## config.mk

```make
export PLATFORM = sky130hd
export DESIGN_NAME = uartTxTop
export DESIGN_NICKNAME = d
export VERILOG_FILES = /design/src/apbPkg.sv /design/src/uartPkg.sv /design/src/uartApbRegs.sv /design/src/uartTxFifo.sv /design/src/uartBaudTimer.sv /design/src/uartTxSequencer.sv /design/src/uartTxShifter.sv /design/src/uartTxTop.sv
export SDC_FILE = /design/constraint.sdc
export NUM_CORES = 1
export LEC_CHECK = 0
export BUFFER_PORTS_ARGS = -buffer_cell sky130_fd_sc_hd__buf_2
export CAP_MARGIN = 20
export CORE_UTILIZATION = 45
export DETAILED_ROUTE_END_ITERATION = 6
export GPL_TIMING_DRIVEN = 0
export PLACE_DENSITY_LB_ADDON = 0.1
export RECOVER_POWER = 100
export SLEW_MARGIN = 20
export SYNTH_ARGS = -nofsm -noshare
export SYNTH_HDL_FRONTEND = slang
export SYNTH_SLANG_ARGS = --single-unit
```

## constraint.sdc

```tcl
create_clock -name clk -period 2.56 [get_ports clk]
set_input_delay 0.256 -clock clk [delete_from_list [all_inputs] [get_ports clk]]
set_output_delay 0.256 -clock clk [all_outputs]
set_load 0.03 [all_outputs]
```

## src/apbPkg.sv

```systemverilog
// APB3 subset with 12-bit byte addresses, 32-bit data and no PPROT or PSTRB signals
`default_nettype none

package apbPkg;

    // Register byte address within the peripheral window
    typedef logic [11:0] apbAddr_t;

    // Bus data word
    typedef logic [31:0] apbData_t;

    // Requester side of the bus, driven by the interconnect
    typedef struct packed {
        logic     psel;
        logic     penable;
        logic     pwrite;
        apbAddr_t paddr;
        apbData_t pwdata;
    } apbReq_t;

    // Completer side of the bus
    typedef struct packed {
        apbData_t prdata;
        logic     pready;
        logic     pslverr;
    } apbRsp_t;

    // Register map, word aligned
    localparam apbAddr_t AddrTxData = 12'h000;
    localparam apbAddr_t AddrStatus = 12'h004;
    localparam apbAddr_t AddrCtrl   = 12'h008;

endpackage

`default_nettype wire

```

## src/uartPkg.sv

```systemverilog
// UART transmit types for 8 data bits, optional even parity and one or two stop bits
`default_nettype none

package uartPkg;

    // One character on the line
    typedef logic [7:0] uartByte_t;

    // Start bit, eight data bits and the parity slot
    // Stop bits come from the one-fill of the shifter
    localparam int FrameBits = 10;
    typedef logic [FrameBits-1:0] uartFrame_t;

    // Index of the data bit being sent
    typedef logic [2:0] uartBitIdx_t;

    // Sequencer states, one per frame section
    typedef enum logic [2:0] {
        Idle   = 3'd0,
        Load   = 3'd1,
        Start  = 3'd2,
        Data   = 3'd3,
        Parity = 3'd4,
        Stop   = 3'd5
    } txState_t;

    // CTRL register, bit 0 is enable
    typedef struct packed {
        logic twoStop;
        logic parityEn;
        logic enable;
    } uartCtrl_t;

    // STATUS register, bit 0 is idle, bit 2 is the sticky overflow
    typedef struct packed {
        logic overflow;
        logic full;
        logic idle;
    } uartStatus_t;

endpackage

`default_nettype wire

```

## src/uartApbRegs.sv

```systemverilog
// Zero wait state APB completer; TXDATA reads return zero and only bits 2:0 of CTRL exist
`timescale 1ns/1ps
`default_nettype none

module uartApbRegs (
    input  wire logic             clk,
    input  wire logic             rst,
    input  wire apbPkg::apbReq_t  req,
    output apbPkg::apbRsp_t       rsp,
    input  wire logic             fifoFull,
    input  wire logic             txIdle,
    output logic                  push,
    output uartPkg::uartByte_t    pushData,
    output uartPkg::uartCtrl_t    ctrl
);

    logic access;
    logic wrAccess;
    logic hitTxData;
    logic hitStatus;
    logic hitCtrl;
    logic addrValid;
    logic overflow;
    uartPkg::uartStatus_t status;

    // Access phase of a transfer, the only cycle with any effect
    assign access   = req.psel && req.penable;
    assign wrAccess = access && req.pwrite;

    assign hitTxData = (req.paddr == apbPkg::AddrTxData);
    assign hitStatus = (req.paddr == apbPkg::AddrStatus);
    assign hitCtrl   = (req.paddr == apbPkg::AddrCtrl);
    assign addrValid = hitTxData || hitStatus || hitCtrl;

    // Byte goes straight to the FIFO in the access cycle
    assign push     = wrAccess && hitTxData && !fifoFull;
    assign pushData = req.pwdata[7:0];

    always_comb begin
        status.idle     = txIdle;
        status.full     = fifoFull;
        status.overflow = overflow;
    end

    // Read mux, zero outside a valid read
    always_comb begin
        rsp.pready  = 1'b1;
        rsp.pslverr = access && !addrValid;
        rsp.prdata  = '0;
        if (access && !req.pwrite) begin
            if (hitStatus) begin
                rsp.prdata = apbPkg::apbData_t'(status);
            end
            else if (hitCtrl) begin
                rsp.prdata = apbPkg::apbData_t'(ctrl);
            end
        end
    end

    always_ff @(posedge clk) begin
        if (rst) begin
            ctrl     <= '0;
            overflow <= 1'b0;
        end
        else begin
            if (wrAccess && hitCtrl) begin
                ctrl <= uartPkg::uartCtrl_t'(req.pwdata[2:0]);
            end
            // Dropped byte wins over a clear in the same cycle
            if (wrAccess && hitTxData && fifoFull) begin
                overflow <= 1'b1;
            end
            else if (wrAccess && hitStatus && req.pwdata[2]) begin
                overflow <= 1'b0;
            end
        end
    end

    // Each TXDATA write pushes for one cycle only
    pushOneCycle: assert property (@(posedge clk) disable iff (rst) push |=> !push)
        else $error("push held for more than one cycle");

endmodule

`default_nettype wire

```

## src/uartTxFifo.sv

```systemverilog
// FifoDepth must be a power of two and at least 2; head is registered and valid the cycle after pop
`timescale 1ns/1ps
`default_nettype none

module uartTxFifo #(
    parameter int FifoDepth = 4
) (
    input  wire logic                clk,
    input  wire logic                rst,
    input  wire logic                push,
    input  wire uartPkg::uartByte_t  pushData,
    input  wire logic                pop,
    output uartPkg::uartByte_t       head,
    output logic                     full,
    output logic                     empty
);

    localparam int PtrBits = $clog2(FifoDepth);

    typedef logic [PtrBits-1:0] fifoPtr_t;
    typedef logic [PtrBits:0]   fifoCount_t;

    uartPkg::uartByte_t mem [FifoDepth];
    fifoPtr_t   wrPtr;
    fifoPtr_t   rdPtr;
    fifoCount_t count;

    assign full  = (count == fifoCount_t'(FifoDepth));
    assign empty = (count == '0);

    // Pointers wrap naturally at the power-of-two depth
    always_ff @(posedge clk) begin
        if (rst) begin
            wrPtr <= '0;
            rdPtr <= '0;
            count <= '0;
        end
        else begin
            if (push) begin
                wrPtr <= wrPtr + 1'b1;
            end
            if (pop) begin
                rdPtr <= rdPtr + 1'b1;
            end
            if (push && !pop) begin
                count <= count + 1'b1;
            end
            else if (pop && !push) begin
                count <= count - 1'b1;
            end
        end
    end

    // Storage and read register
    always_ff @(posedge clk) begin
        if (push) begin
            mem[wrPtr] <= pushData;
        end
        if (pop) begin
            head <= mem[rdPtr];
        end
    end

    noPopEmpty: assert property (@(posedge clk) disable iff (rst) pop |-> !empty)
        else $error("FIFO pop while empty");
    noPushFull: assert property (@(posedge clk) disable iff (rst) push |-> !full)
        else $error("FIFO push while full");

endmodule

`default_nettype wire

```

## src/uartBaudTimer.sv

```systemverilog
// Fixed bit period of ClocksPerBit clocks, at least 2; no fractional baud adjustment
`timescale 1ns/1ps
`default_nettype none

module uartBaudTimer #(
    parameter int ClocksPerBit = 16
) (
    input  wire logic clk,
    input  wire logic rst,
    input  wire logic start,
    input  wire logic run,
    output logic      bitTick
);

    localparam int CountBits = $clog2(ClocksPerBit + 1);

    typedef logic [CountBits-1:0] baudCount_t;

    localparam baudCount_t LastCount = baudCount_t'(ClocksPerBit - 1);

    baudCount_t count;

    // Last clock of the current bit period
    assign bitTick = run && (count == LastCount);

    always_ff @(posedge clk) begin
        if (rst || start) begin
            count <= '0;
        end
        else if (run) begin
            count <= (count == LastCount) ? '0 : count + 1'b1;
        end
        else begin
            count <= '0;
        end
    end

endmodule

`default_nettype wire

```

## src/uartTxSequencer.sv

```systemverilog
// Reads CTRL live, so parity and stop settings should only change while the transmitter is idle
`timescale 1ns/1ps
`default_nettype none

module uartTxSequencer (
    input  wire logic                clk,
    input  wire logic                rst,
    input  wire uartPkg::uartCtrl_t  ctrl,
    input  wire logic                fifoEmpty,
    input  wire logic                bitTick,
    output logic                     pop,
    output logic                     start,
    output logic                     run,
    output logic                     advance,
    output logic                     idle
);

    uartPkg::txState_t   state;
    uartPkg::uartBitIdx_t bitCount;
    logic                secondStop;

    always_comb begin
        pop     = (state == uartPkg::Idle) && ctrl.enable && !fifoEmpty;
        start   = (state == uartPkg::Load);
        run     = (state != uartPkg::Idle) && (state != uartPkg::Load);
        // Timer only ticks while a frame runs
        advance = bitTick;
        // Nothing on the line and nothing waiting
        idle    = (state == uartPkg::Idle) && fifoEmpty;
    end

    always_ff @(posedge clk) begin
        if (rst) begin
            state      <= uartPkg::Idle;
            bitCount   <= '0;
            secondStop <= 1'b0;
        end
        else begin
            unique case (state)
                uartPkg::Idle: begin
                    if (pop) begin
                        state <= uartPkg::Load;
                    end
                end
                uartPkg::Load: begin
                    state      <= uartPkg::Start;
                    bitCount   <= '0;
                    secondStop <= 1'b0;
                end
                uartPkg::Start: begin
                    if (bitTick) begin
                        state <= uartPkg::Data;
                    end
                end
                uartPkg::Data: begin
                    if (bitTick) begin
                        bitCount <= bitCount + 1'b1;
                        if (bitCount == 3'd7) begin
                            state <= ctrl.parityEn ? uartPkg::Parity : uartPkg::Stop;
                        end
                    end
                end
                uartPkg::Parity: begin
                    if (bitTick) begin
                        state <= uartPkg::Stop;
                    end
                end
                uartPkg::Stop: begin
                    // Extra period for the second stop bit
                    if (bitTick) begin
                        if (ctrl.twoStop && !secondStop) begin
                            secondStop <= 1'b1;
                        end
                        else begin
                            state <= uartPkg::Idle;
                        end
                    end
                end
                default: state <= uartPkg::Idle;
            endcase
        end
    end

    noAdvanceIdle: assert property (@(posedge clk) disable iff (rst)
        advance |-> (state != uartPkg::Idle))
        else $error("advance while sequencer idle");

endmodule

`default_nettype wire

```

## src/uartTxShifter.sv

```systemverilog
// Even parity only; the stop bits and idle level come from the one-fill of the shift
`timescale 1ns/1ps
`default_nettype none

module uartTxShifter (
    input  wire logic                clk,
    input  wire logic                rst,
    input  wire logic                load,
    input  wire uartPkg::uartByte_t  loadData,
    input  wire logic                advance,
    input  wire logic                parityEn,
    output logic                     txLine
);

    uartPkg::uartFrame_t frame;
    logic                parityBit;

    // Even parity, or a plain stop level in that slot
    assign parityBit = parityEn ? ^loadData : 1'b1;

    // LSB of the frame is the current line level
    assign txLine = frame[0];

    always_ff @(posedge clk) begin
        if (rst) begin
            frame <= '1;
        end
        else if (load) begin
            // Parity slot, data LSB first, start bit low
            frame <= {parityBit, loadData, 1'b0};
        end
        else if (advance) begin
            frame <= {1'b1, frame[uartPkg::FrameBits-1:1]};
        end
    end

endmodule

`default_nettype wire

```

## src/uartTxTop.sv

```systemverilog
// Transmit-only UART on APB with a fixed bit period; no receiver, interrupts or flow control
`timescale 1ns/1ps
`default_nettype none

module uartTxTop #(
    parameter int ClocksPerBit = 16,
    parameter int FifoDepth    = 4
) (
    input  wire logic             clk,
    input  wire logic             rst,
    input  wire apbPkg::apbReq_t  req,
    output apbPkg::apbRsp_t       rsp,
    output logic                  txLine
);

    logic               push;
    uartPkg::uartByte_t pushData;
    uartPkg::uartCtrl_t ctrl;
    uartPkg::uartByte_t head;
    logic               fifoFull;
    logic               fifoEmpty;
    logic               pop;
    logic               start;
    logic               run;
    logic               bitTick;
    logic               advance;
    logic               txIdle;

    uartApbRegs regs (
        .clk      (clk),
        .rst      (rst),
        .req      (req),
        .rsp      (rsp),
        .fifoFull (fifoFull),
        .txIdle   (txIdle),
        .push     (push),
        .pushData (pushData),
        .ctrl     (ctrl)
    );

    uartTxFifo #(
        .FifoDepth (FifoDepth)
    ) fifo (
        .clk      (clk),
        .rst      (rst),
        .push     (push),
        .pushData (pushData),
        .pop      (pop),
        .head     (head),
        .full     (fifoFull),
        .empty    (fifoEmpty)
    );

    uartBaudTimer #(
        .ClocksPerBit (ClocksPerBit)
    ) timer (
        .clk     (clk),
        .rst     (rst),
        .start   (start),
        .run     (run),
        .bitTick (bitTick)
    );

    uartTxSequencer sequencer (
        .clk       (clk),
        .rst       (rst),
        .ctrl      (ctrl),
        .fifoEmpty (fifoEmpty),
        .bitTick   (bitTick),
        .pop       (pop),
        .start     (start),
        .run       (run),
        .advance   (advance),
        .idle      (txIdle)
    );

    // Head byte is valid in Load, one cycle after the pop
    uartTxShifter shifter (
        .clk      (clk),
        .rst      (rst),
        .load     (start),
        .loadData (head),
        .advance  (advance),
        .parityEn (ctrl.parityEn),
        .txLine   (txLine)
    );

endmodule

`default_nettype wire

```

==> results of run 1 <==
cells in the final DEF (no fill, tap or decap), types with 8 or more instances in the layout:
cell type | netlist | final
a21oi_1 | 14 | 14
a31oi_1 | 9 | 9
buf_2 | 6 | 19
buf_4 | 30 | 30
clkbuf_1 | 3 | 20
clkbuf_8 | 0 | 9
conb_1 | 2 | 30
dfxtp_1 | 33 | 33
edfxtp_1 | 40 | 40
ha_1 | 9 | 9
mux4_2 | 8 | 8
nand2_1 | 22 | 22
nand3_1 | 10 | 10
nor2_1 | 26 | 26
o21ai_0 | 11 | 11
or2_2 | 8 | 8
xnor2_1 | 9 | 9
worst max-delay path, cell delays in order, from the launching register on:
cell and delay, ns:
dfxtp_1 0.36, ha_1 0.18, and3_1 0.17, ha_1 0.19, clkbuf_1 0.35, o21ai_1 0.35
nand2_1 0.17, a31oi_1 0.09, or2_2 0.26
kinds of logic (layout without fill, tap and decap cells):
group,after synthesis,count (layout),synth area share
simple gates,105,105,0.163
flops,73,73,0.538
buf+inv,50,95,0.0936
compound gates,42,42,0.0716
xor+xnor,13,13,0.0329
mux,11,11,0.0607
fa+ha+maj,10,10,0.0383
other cells,2,30,0.00217
synthesized netlist by cell type, types with 2 or more instances:
cell type / instances
a21oi_1: 14
a22oi_1: 2
a31oi_1: 9
a41oi_1: 3
and3_1: 6
buf_2: 6
buf_4: 30
buf_6: 2
clkbuf_1: 3
conb_1: 2
dfxtp_1: 33
edfxtp_1: 40
ha_1: 9
inv_1: 7
mux2i_1: 3
mux4_2: 8
nand2_1: 22
nand2b_1: 5
nand3_1: 10
nand4_1: 3
nor2_1: 26
nor2b_1: 2
nor3_1: 6
nor4_1: 5
nor4_4: 2
o21ai_0: 11
or2_2: 8
or3_1: 4
xnor2_1: 9
xor2_1: 4
registers in the layout, summed over array words and instances, names as in the netlist:
register and cells:
fifo.mem 32, shifter.frame 10, fifo.head 8, timer.count 5, fifo.count 3, regs.ctrl 3, sequencer.bitCount 3, sequencer.state 3
fifo.rdPtr 2, fifo.wrPtr 2, regs.overflow 1, sequencer.secondStop 1
final cells by class:
type,instances,area share
clock inverter,7,0.0206
sequential,73,0.464
inverter,7,0.00655
buffer,43,0.0733
timing repair buffer,29,0.0318
clock buffer,9,0.0309
multi-input combinational,211,0.342
tap,99,0.0309
power by group through the flow:
stage	Combinational, mW	Clock, mW	Sequential (mW)
floorplan	0.162	0	1.27
global placement	0.212	0	1.27
detailed placement	0.214	0	1.27
CTS	0.214	0.959	1.25
finish	0.211	0.939	1.25
global route	0.228	1.01	1.25
stage by stage:
stage                     utilization  setup WS (ns)
after global routing            0.547         0.0984
after detailed placement        0.523         0.0749
after CTS                       0.551          0.381
after global placement          0.523         0.0783
after floorplan                     -          0.422
final                           0.547          0.311
metal layers:
layer / part of all wire / wire (um)
met1: 0.47 / 2780
met2: 0.47 / 2720
met3: 0.047 / 277
met4: 0.012 / 72
met5: 0 / 0
path summary, 6_finish.rpt:
| check | cells after the start | slack [ns] | endpoint | from |
|---|---|---|---|---|
| worst max-delay path | 8 | 0.31 | shifter.frame[8] | timer.count[0] |
| worst min-delay path | 1 | 0.15 | fifo.mem[0][3] | req[3] |
| worst max register to register | 8 | 0.31 | shifter.frame[8] | timer.count[0] |
| worst min register to register | 2 | 0.46 | shifter.frame[0] | shifter.frame[0] |
==> flow_summary.toml, run 1 <==
[drt]
firstDrtPassIters = 4
vias = 2317
avgViaCountPerCell = 4.85
wl_per_cell_um = 12.2
drtAntennaViolNets = 0
wirelength_um = 5860
drt_iter0_markers = 74
drc_errors = 0

[power_and_ir_drop]
p_seq_frac = 0.520
leakagePower_nw = 1.56
combPwrFrac = 0.088
power_density_nw_per_um2 = 597
irDropWorstVdd_mv = 0.366
p_sw_uw = 615
power_mw = 2.40
p_clk_frac = 0.392
p_int_mw = 1.78
switching_share = 0.257

[floorplanning]
coreArea_um2 = 7330
die_w_um = 89.7
io_pins = 84
start_util = 0.472
die-area_um2 = 8050
rows = 31
die_y_um = 89.7

[timing]
worstMarginPinSlew_ns = 0.763
fmax_ghz = 0.445
timing.setup.tns_ns = 0
setup_viol = 0
skew_ns = 0.0146
slew_headroom = 0.491
rsz0062_at_grt = "no"
timing.hold.ws_ns = 0.152
slew_violations = 0
final_hold_viol_count = 0
finalCritPeriodShare = 0.879
period_minus_slack_ns = 2.25

[logic_synthesis]
ys_seq_area_frac = 0.538
synth_seq_cells = 73
synth_area_per_cell_um2 = 11.3
ys.flop_type = "edfxtp_1"
synth.cell_area_um2 = 3460
synthCells = 306
synth_edf_count = 40
synthArstFlopShare = 0
yosysWarnings = 0
synth_area_leaders = "edfxtp_1, dfxtp_1, buf_4"
yosys.cell_types.count = 42
yosysTopAreaCellShare = 0.347
synth_largest_area_cell = "edfxtp_1"

[clocking]
cts.reportedPaths.clkPinSlew_ns = 0.09
cts_resized = 0
holdBufCountCts = 0
root_buffer = "clkbuf_8"
clock_sinks = 73
insertion_delay_ns = 0.36
cts_made_buffers = 9
cts_tree = "done"
htreeDepth = 3
postCtsSetupRepairBufs = 0
clk_path_buf_depth = 2

[global_routing]
grt_pass1_vias = 2065
grt_pass1_wl_um = 9890
globalRoute.totalOverflow = 0
globalRouteMet1Util = 0.207
grt_busiest_layer = "met2"
grt_antenna_before_repair = 0
grt_max_degree = 16
grt_util_all_layers = 0.157
met3_usage = 0.0482
met2_usage = 0.240

[cells_and_area]
multi_input_area_um2 = 1370
n_antenna_cell = 0
syn2layout_area_growth_pct = 15.9
finalNonFillerCells = 478
nets = 433
postLayoutCellArea_um2 = 4010
num-fill-cells = 670
drive_gt1_frac = 0.227
seq_area_um2 = 1860

[setup_path]
cp-end-kind = "flop"
required_ns = 2.80
startpoint_type = "flop"
arrival_ns = 2.49
criticalPathCategory = "reg -> reg"
cp_max_fo = 10

[placed_design]
place_congestion = 0.812
io_buffers = 29
dp.cells = 462
place_area_um2 = 3840
dpl.hpwl_um = 4140

[flow_run]
maxCapViolCount = 0

[status]
status = "completed"

[min_path]
worstHoldPathType = "in -> reg"
Power figures use the tool's default switching activity.
==> inputs of run 2 (changes only) <==
--- a/config.mk
+++ b/config.mk
@@ -5,7 +5,7 @@
 export SDC_FILE = /design/constraint.sdc
 export NUM_CORES = 1
 export LEC_CHECK = 0
-export BUFFER_PORTS_ARGS = -buffer_cell sky130_fd_sc_hd__buf_2
+export BUFFER_PORTS_ARGS = -buffer_cell sky130_fd_sc_hd__buf_4
 export CAP_MARGIN = 20
 export CORE_UTILIZATION = 45
 export DETAILED_ROUTE_END_ITERATION = 6
==> run 2 against run 1 <==
Effect of this change:
- register-to-register slack gained 0.03 ns
- global-route usage increased by 0.95 points
- critical path depth fell by 3
- sequential power is essentially flat
- first-iteration DRC count rose by 2.7%
- die area stayed put
- combinational power grew 3%
- cell count unchanged
- clock skew shrank 0.0079 ns
- maximum frequency is 0.86% higher
- largest power group unchanged
==> flow_summary.toml, run 2 (same netlist as run 1, synthesis figures left out) <==
[global_routing]
grt_antenna_before_repair = 0
grt_util_all_layers = 0.166
grt_busiest_layer = "met2"
met3_usage = 0.0465
met2_usage = 0.272
grt_max_degree = 16
grt_pass1_vias = 2217
globalRoute.totalOverflow = 0
globalRouteMet1Util = 0.208
grt_pass1_wl_um = 10400

[timing]
setup_viol = 0
skew_ns = 0.00674
period_minus_slack_ns = 2.23
worstMarginPinSlew_ns = 0.781
slew_headroom = 0.479
timing.setup.tns_ns = 0
slew_violations = 0
finalCritPeriodShare = 0.871
fmax_ghz = 0.448
rsz0062_at_grt = "no"
final_hold_viol_count = 0

[clocking]
root_buffer = "clkbuf_8"
clk_path_buf_depth = 2
insertion_delay_ns = 0.35
cts_made_buffers = 9
cts_resized = 0
cts.reportedPaths.clkPinSlew_ns = 0.09
holdBufCountCts = 0
cts_tree = "done"
clock_sinks = 73
postCtsSetupRepairBufs = 0
htreeDepth = 3

[floorplanning]
die_y_um = 89.7
start_util = 0.472
die_w_um = 89.7
rows = 31
die-area_um2 = 8050
io_pins = 84
coreArea_um2 = 7330

[drt]
firstDrtPassIters = 4
vias = 2309
drc_errors = 0
drtAntennaViolNets = 0
wirelength_um = 6050
avgViaCountPerCell = 4.83
drt_iter0_markers = 76
wl_per_cell_um = 12.7

[cells_and_area]
n_antenna_cell = 0
nets = 433
layout_common_cells = "buf_4, edfxtp_1, dfxtp_1"
syn2layout_area_growth_pct = 17.0
top_register = "fifo.mem"
num-fill-cells = 677
largest_reg_flops = 32
drive_gt1_frac = 0.227
finalNonFillerCells = 478
layout_commonest_cell = "buf_4"
top_regs = "fifo.mem: 32 flops, shifter.frame: 10 flops, fifo.head: 8 flops"
postLayoutCellArea_um2 = 4050

[min_path]
worstHoldPathType = "in -> reg"
hold_start = "req[6]"

[power_and_ir_drop]
combPwrFrac = 0.090
p_clk_frac = 0.393
switching_share = 0.259
p_seq_frac = 0.516
irDropWorstVdd_mv = 0.308
p_int_mw = 1.79
leakagePower_nw = 1.57
p_sw_uw = 624
power_density_nw_per_um2 = 595

[status]
status = "completed"

[placed_design]
place_area_um2 = 3910
dpl.hpwl_um = 4210
io_buffers = 29
place_congestion = 0.764
dp.cells = 462

[flow_run]
maxCapViolCount = 0

[setup_path]
reg2reg_from = "timer.count[0]"
criticalPathCategory = "reg -> out"
cp-end-kind = "primary output"
required_ns = 2.30
crit_start = "sequencer.state[2]"
cp_max_fo = 10
arrival_ns = 1.97
startpoint_type = "flop"
run 2: cell counts in the layout (fill, tap and decap cells not counted):
No cell type changed its count.
run 2: worst max-delay path, cell delays in order (launching register included):
cell      delay, ns
dfxtp_1        0.37
buf_2          0.20
nor3_1         0.33
a32oi_1        0.18
nor4_1         0.20
clkbuf_1       0.34
run 2: cell type report:
cell class              instances  area, um2  area share
plain buffers                  43        294      0.0726
clock buffers                   9        124      0.0306
clock inverters                 7       82.6      0.0204
inverters                       7       26.3     0.00649
multi-input cells             211       1370       0.339
flip-flops and latches         73       1860       0.460
well taps                      99        124      0.0306
repair buffers                 29        165      0.0408
run 2: path summary, 6_finish.rpt:
check / to / slack (ns) / cells after the start
worst max-delay path: rsp[2] / 0.33 / 5
worst min-delay path: fifo.mem[3][6] / 0.17 / 1
worst max register to register: shifter.frame[6] / 0.34 / 8
worst min register to register: timer.count[0] / 0.45 / 1
run 2: power by group through the flow:
stage / logic (mW) / registers, mW / clock network (mW)
after CTS: 0.226 / 1.25 / 0.969
after floorplan: 0.162 / 1.27 / 0
after global placement: 0.223 / 1.27 / 0
after detailed placement: 0.225 / 1.27 / 0
final: 0.218 / 1.25 / 0.949
after global routing: 0.236 / 1.25 / 1.02
run 2: layer usage:
metal,up-vias,wire length (um)
li1,1174,-
met1,1066,2890
met2,61,2810
met3,8,264
met4,0,83
met5,-,0
run 2: metrics by stage:
step	hold WS (ns)	util	setup slack, ns	power, mW
after floorplan	0.355	-	0.422	1.44
after global placement	0.434	0.533	0.0745	1.50
after detailed placement	0.438	0.533	0.0445	1.50
after CTS	0.0853	0.561	0.340	2.44
after global routing	0.167	0.552	0.137	2.50
final	0.171	0.552	0.330	2.41
==> inputs of run 3 (changes only) <==
--- a/config.mk
+++ b/config.mk
@@ -8,8 +8,8 @@
 export BUFFER_PORTS_ARGS = -buffer_cell sky130_fd_sc_hd__buf_4
 export CAP_MARGIN = 20
 export CORE_UTILIZATION = 45
+export CTS_BUF_LIST = sky130_fd_sc_hd__clkbuf_4 sky130_fd_sc_hd__clkbuf_8
 export DETAILED_ROUTE_END_ITERATION = 6
-export GPL_TIMING_DRIVEN = 0
 export PLACE_DENSITY_LB_ADDON = 0.1
 export RECOVER_POWER = 100
 export SLEW_MARGIN = 20
==> run 3 against run 2 <==
Effect of this change:
- core utilization down 3.8 points
- sequential share of layout area is 3.4 points higher
- combinational power decreased by 20%
- wire length down 3.4%
- first-iteration DRC count decreased by 2.6%
- critical endpoint is now fifo.count[2]
==> flow_summary.toml, run 3 (same netlist as run 1, synthesis figures left out) <==
[power_and_ir_drop]
p_int_mw = 1.75
p_seq_frac = 0.533
p_clk_frac = 0.393
leakagePower_nw = 1.39
switching_share = 0.253
irDropWorstVdd_mv = 0.391
p_sw_uw = 592
power_mw = 2.34
power_density_nw_per_um2 = 620
combPwrFrac = 0.075

[clocking]
postCtsSetupRepairBufs = 0
cts_resized = 0
htreeDepth = 3
holdBufCountCts = 0
cts_made_buffers = 9
insertion_delay_ns = 0.34
cts.reportedPaths.clkPinSlew_ns = 0.09
clock_sinks = 73
root_buffer = "clkbuf_8"
clk_path_buf_depth = 2
cts_tree = "done"

[global_routing]
grt_pass1_vias = 2087
grt_pass1_wl_um = 9840
globalRoute.totalOverflow = 0
grt_max_degree = 31
grt_util_all_layers = 0.155
grt_antenna_before_repair = 0

[setup_path]
required_ns = 2.83
startpoint_type = "input pin"
critPathMaxStageDelay_ns = 0.52
cp_num_buf_inv = 2
criticalPathCategory = "in -> reg"
cp_slowest_cell = "nor4_1"
crit_chain = "clkbuf_4 -> nor4_1 -> nand4_1 -> nor2_1 -> ha_1 -> inv_1 -> fa_1 -> xor2_1 -> or3_1 -> a21oi_1"
cp-end-kind = "flop"
cp_max_fo = 4
arrival_ns = 2.49
crit_family = "simple AND/OR/NAND/NOR gates"

[cells_and_area]
drive_gt1_frac = 0.159
top_register = "fifo.mem"
nets = 394
top_regs = "fifo.mem: 32 flops, shifter.frame: 10 flops, fifo.head: 8 flops"
layout_commonest_cell = "edfxtp_1"
postLayoutCellArea_um2 = 3770
layout_common_cells = "edfxtp_1, dfxtp_1, conb_1"
syn2layout_area_growth_pct = 9.04
n_antenna_cell = 0
finalNonFillerCells = 439
largest_reg_flops = 32

[placed_design]
dp.cells = 423
dpl.hpwl_um = 3950
place_congestion = 0.739
place_area_um2 = 3640
io_buffers = 29

[floorplanning]
die_y_um = 89.7
coreArea_um2 = 7330
io_pins = 84
die_w_um = 89.7
rows = 31
start_util = 0.472
die-area_um2 = 8050

[timing]
worstMarginPinSlew_ns = 0.634
rsz0062_at_grt = "no"
slew_violations = 0
finalCritPeriodShare = 0.864
skew_ns = 0.0103
setup_viol = 0
fmax_ghz = 0.452
final_hold_viol_count = 0
period_minus_slack_ns = 2.21
slew_headroom = 0.577
timing.setup.tns_ns = 0

[min_path]
worstHoldPathType = "in -> reg"

[drt]
drtAntennaViolNets = 0
vias = 2229
wirelength_um = 5850
firstDrtPassIters = 4
wl_per_cell_um = 13.3
avgViaCountPerCell = 5.08
drc_errors = 0
drt_iter0_markers = 74

[status]
status = "completed"

[flow_run]
maxCapViolCount = 0
run 3: worst register-to-register path, stage by stage (launching register included):
cell	delay, ns
dfxtp_1	0.37
or3_1	0.41
nand3_1	0.13
ha_1	0.19
inv_1	0.06
fa_1	0.37
xor2_1	0.16
or3_1	0.31
a21oi_1	0.14
run 3: routing by layer:
metal	track usage	wire, um
met1	0.192	2660
met2	0.260	2830
met3	0.0508	303
met4	0.0410	47
met5	0	0
run 3: final timing paths:
path,startpoint,endpoint,slack (ns),depth (start not counted)
min,req[6],fifo.mem[2][6],0.17,1
min reg2reg,shifter.frame[0],shifter.frame[0],0.45,2
max,req[37],fifo.count[2],0.35,10
max reg2reg,fifo.count[0],fifo.count[2],0.37,8
run 3: power by group through the flow:
stage,Sequential [mW],Clock (mW),Combinational (mW)
2_1_floorplan,1.27,0,0.162
3_3_place_gp,1.27,0,0.182
3_5_place_dp,1.27,0,0.184
4_1_cts,1.25,0.941,0.184
5_1_grt,1.25,0.989,0.191
6_report,1.25,0.919,0.174
run 3: final cells by class:
cell class	instances	area (um2)
fill	700	3560
sequential	73	1860
multi-input combinational	211	1360
timing repair buffer	33	199
clock buffer	9	124
tap	99	124
clock inverter	7	78.8
inverter	7	26.3
run 3: metrics by stage:
step / utilization / hold slack (ns) / setup WS [ns]
3_3_place_gp: 0.497 / 0.435 / 0.276
6_report: 0.515 / 0.174 / 0.347
4_1_cts: 0.524 / 0.0925 / 0.357
5_1_grt: 0.515 / 0.172 / 0.104
2_1_floorplan: - / 0.355 / 0.422
3_5_place_dp: 0.497 / 0.442 / 0.222
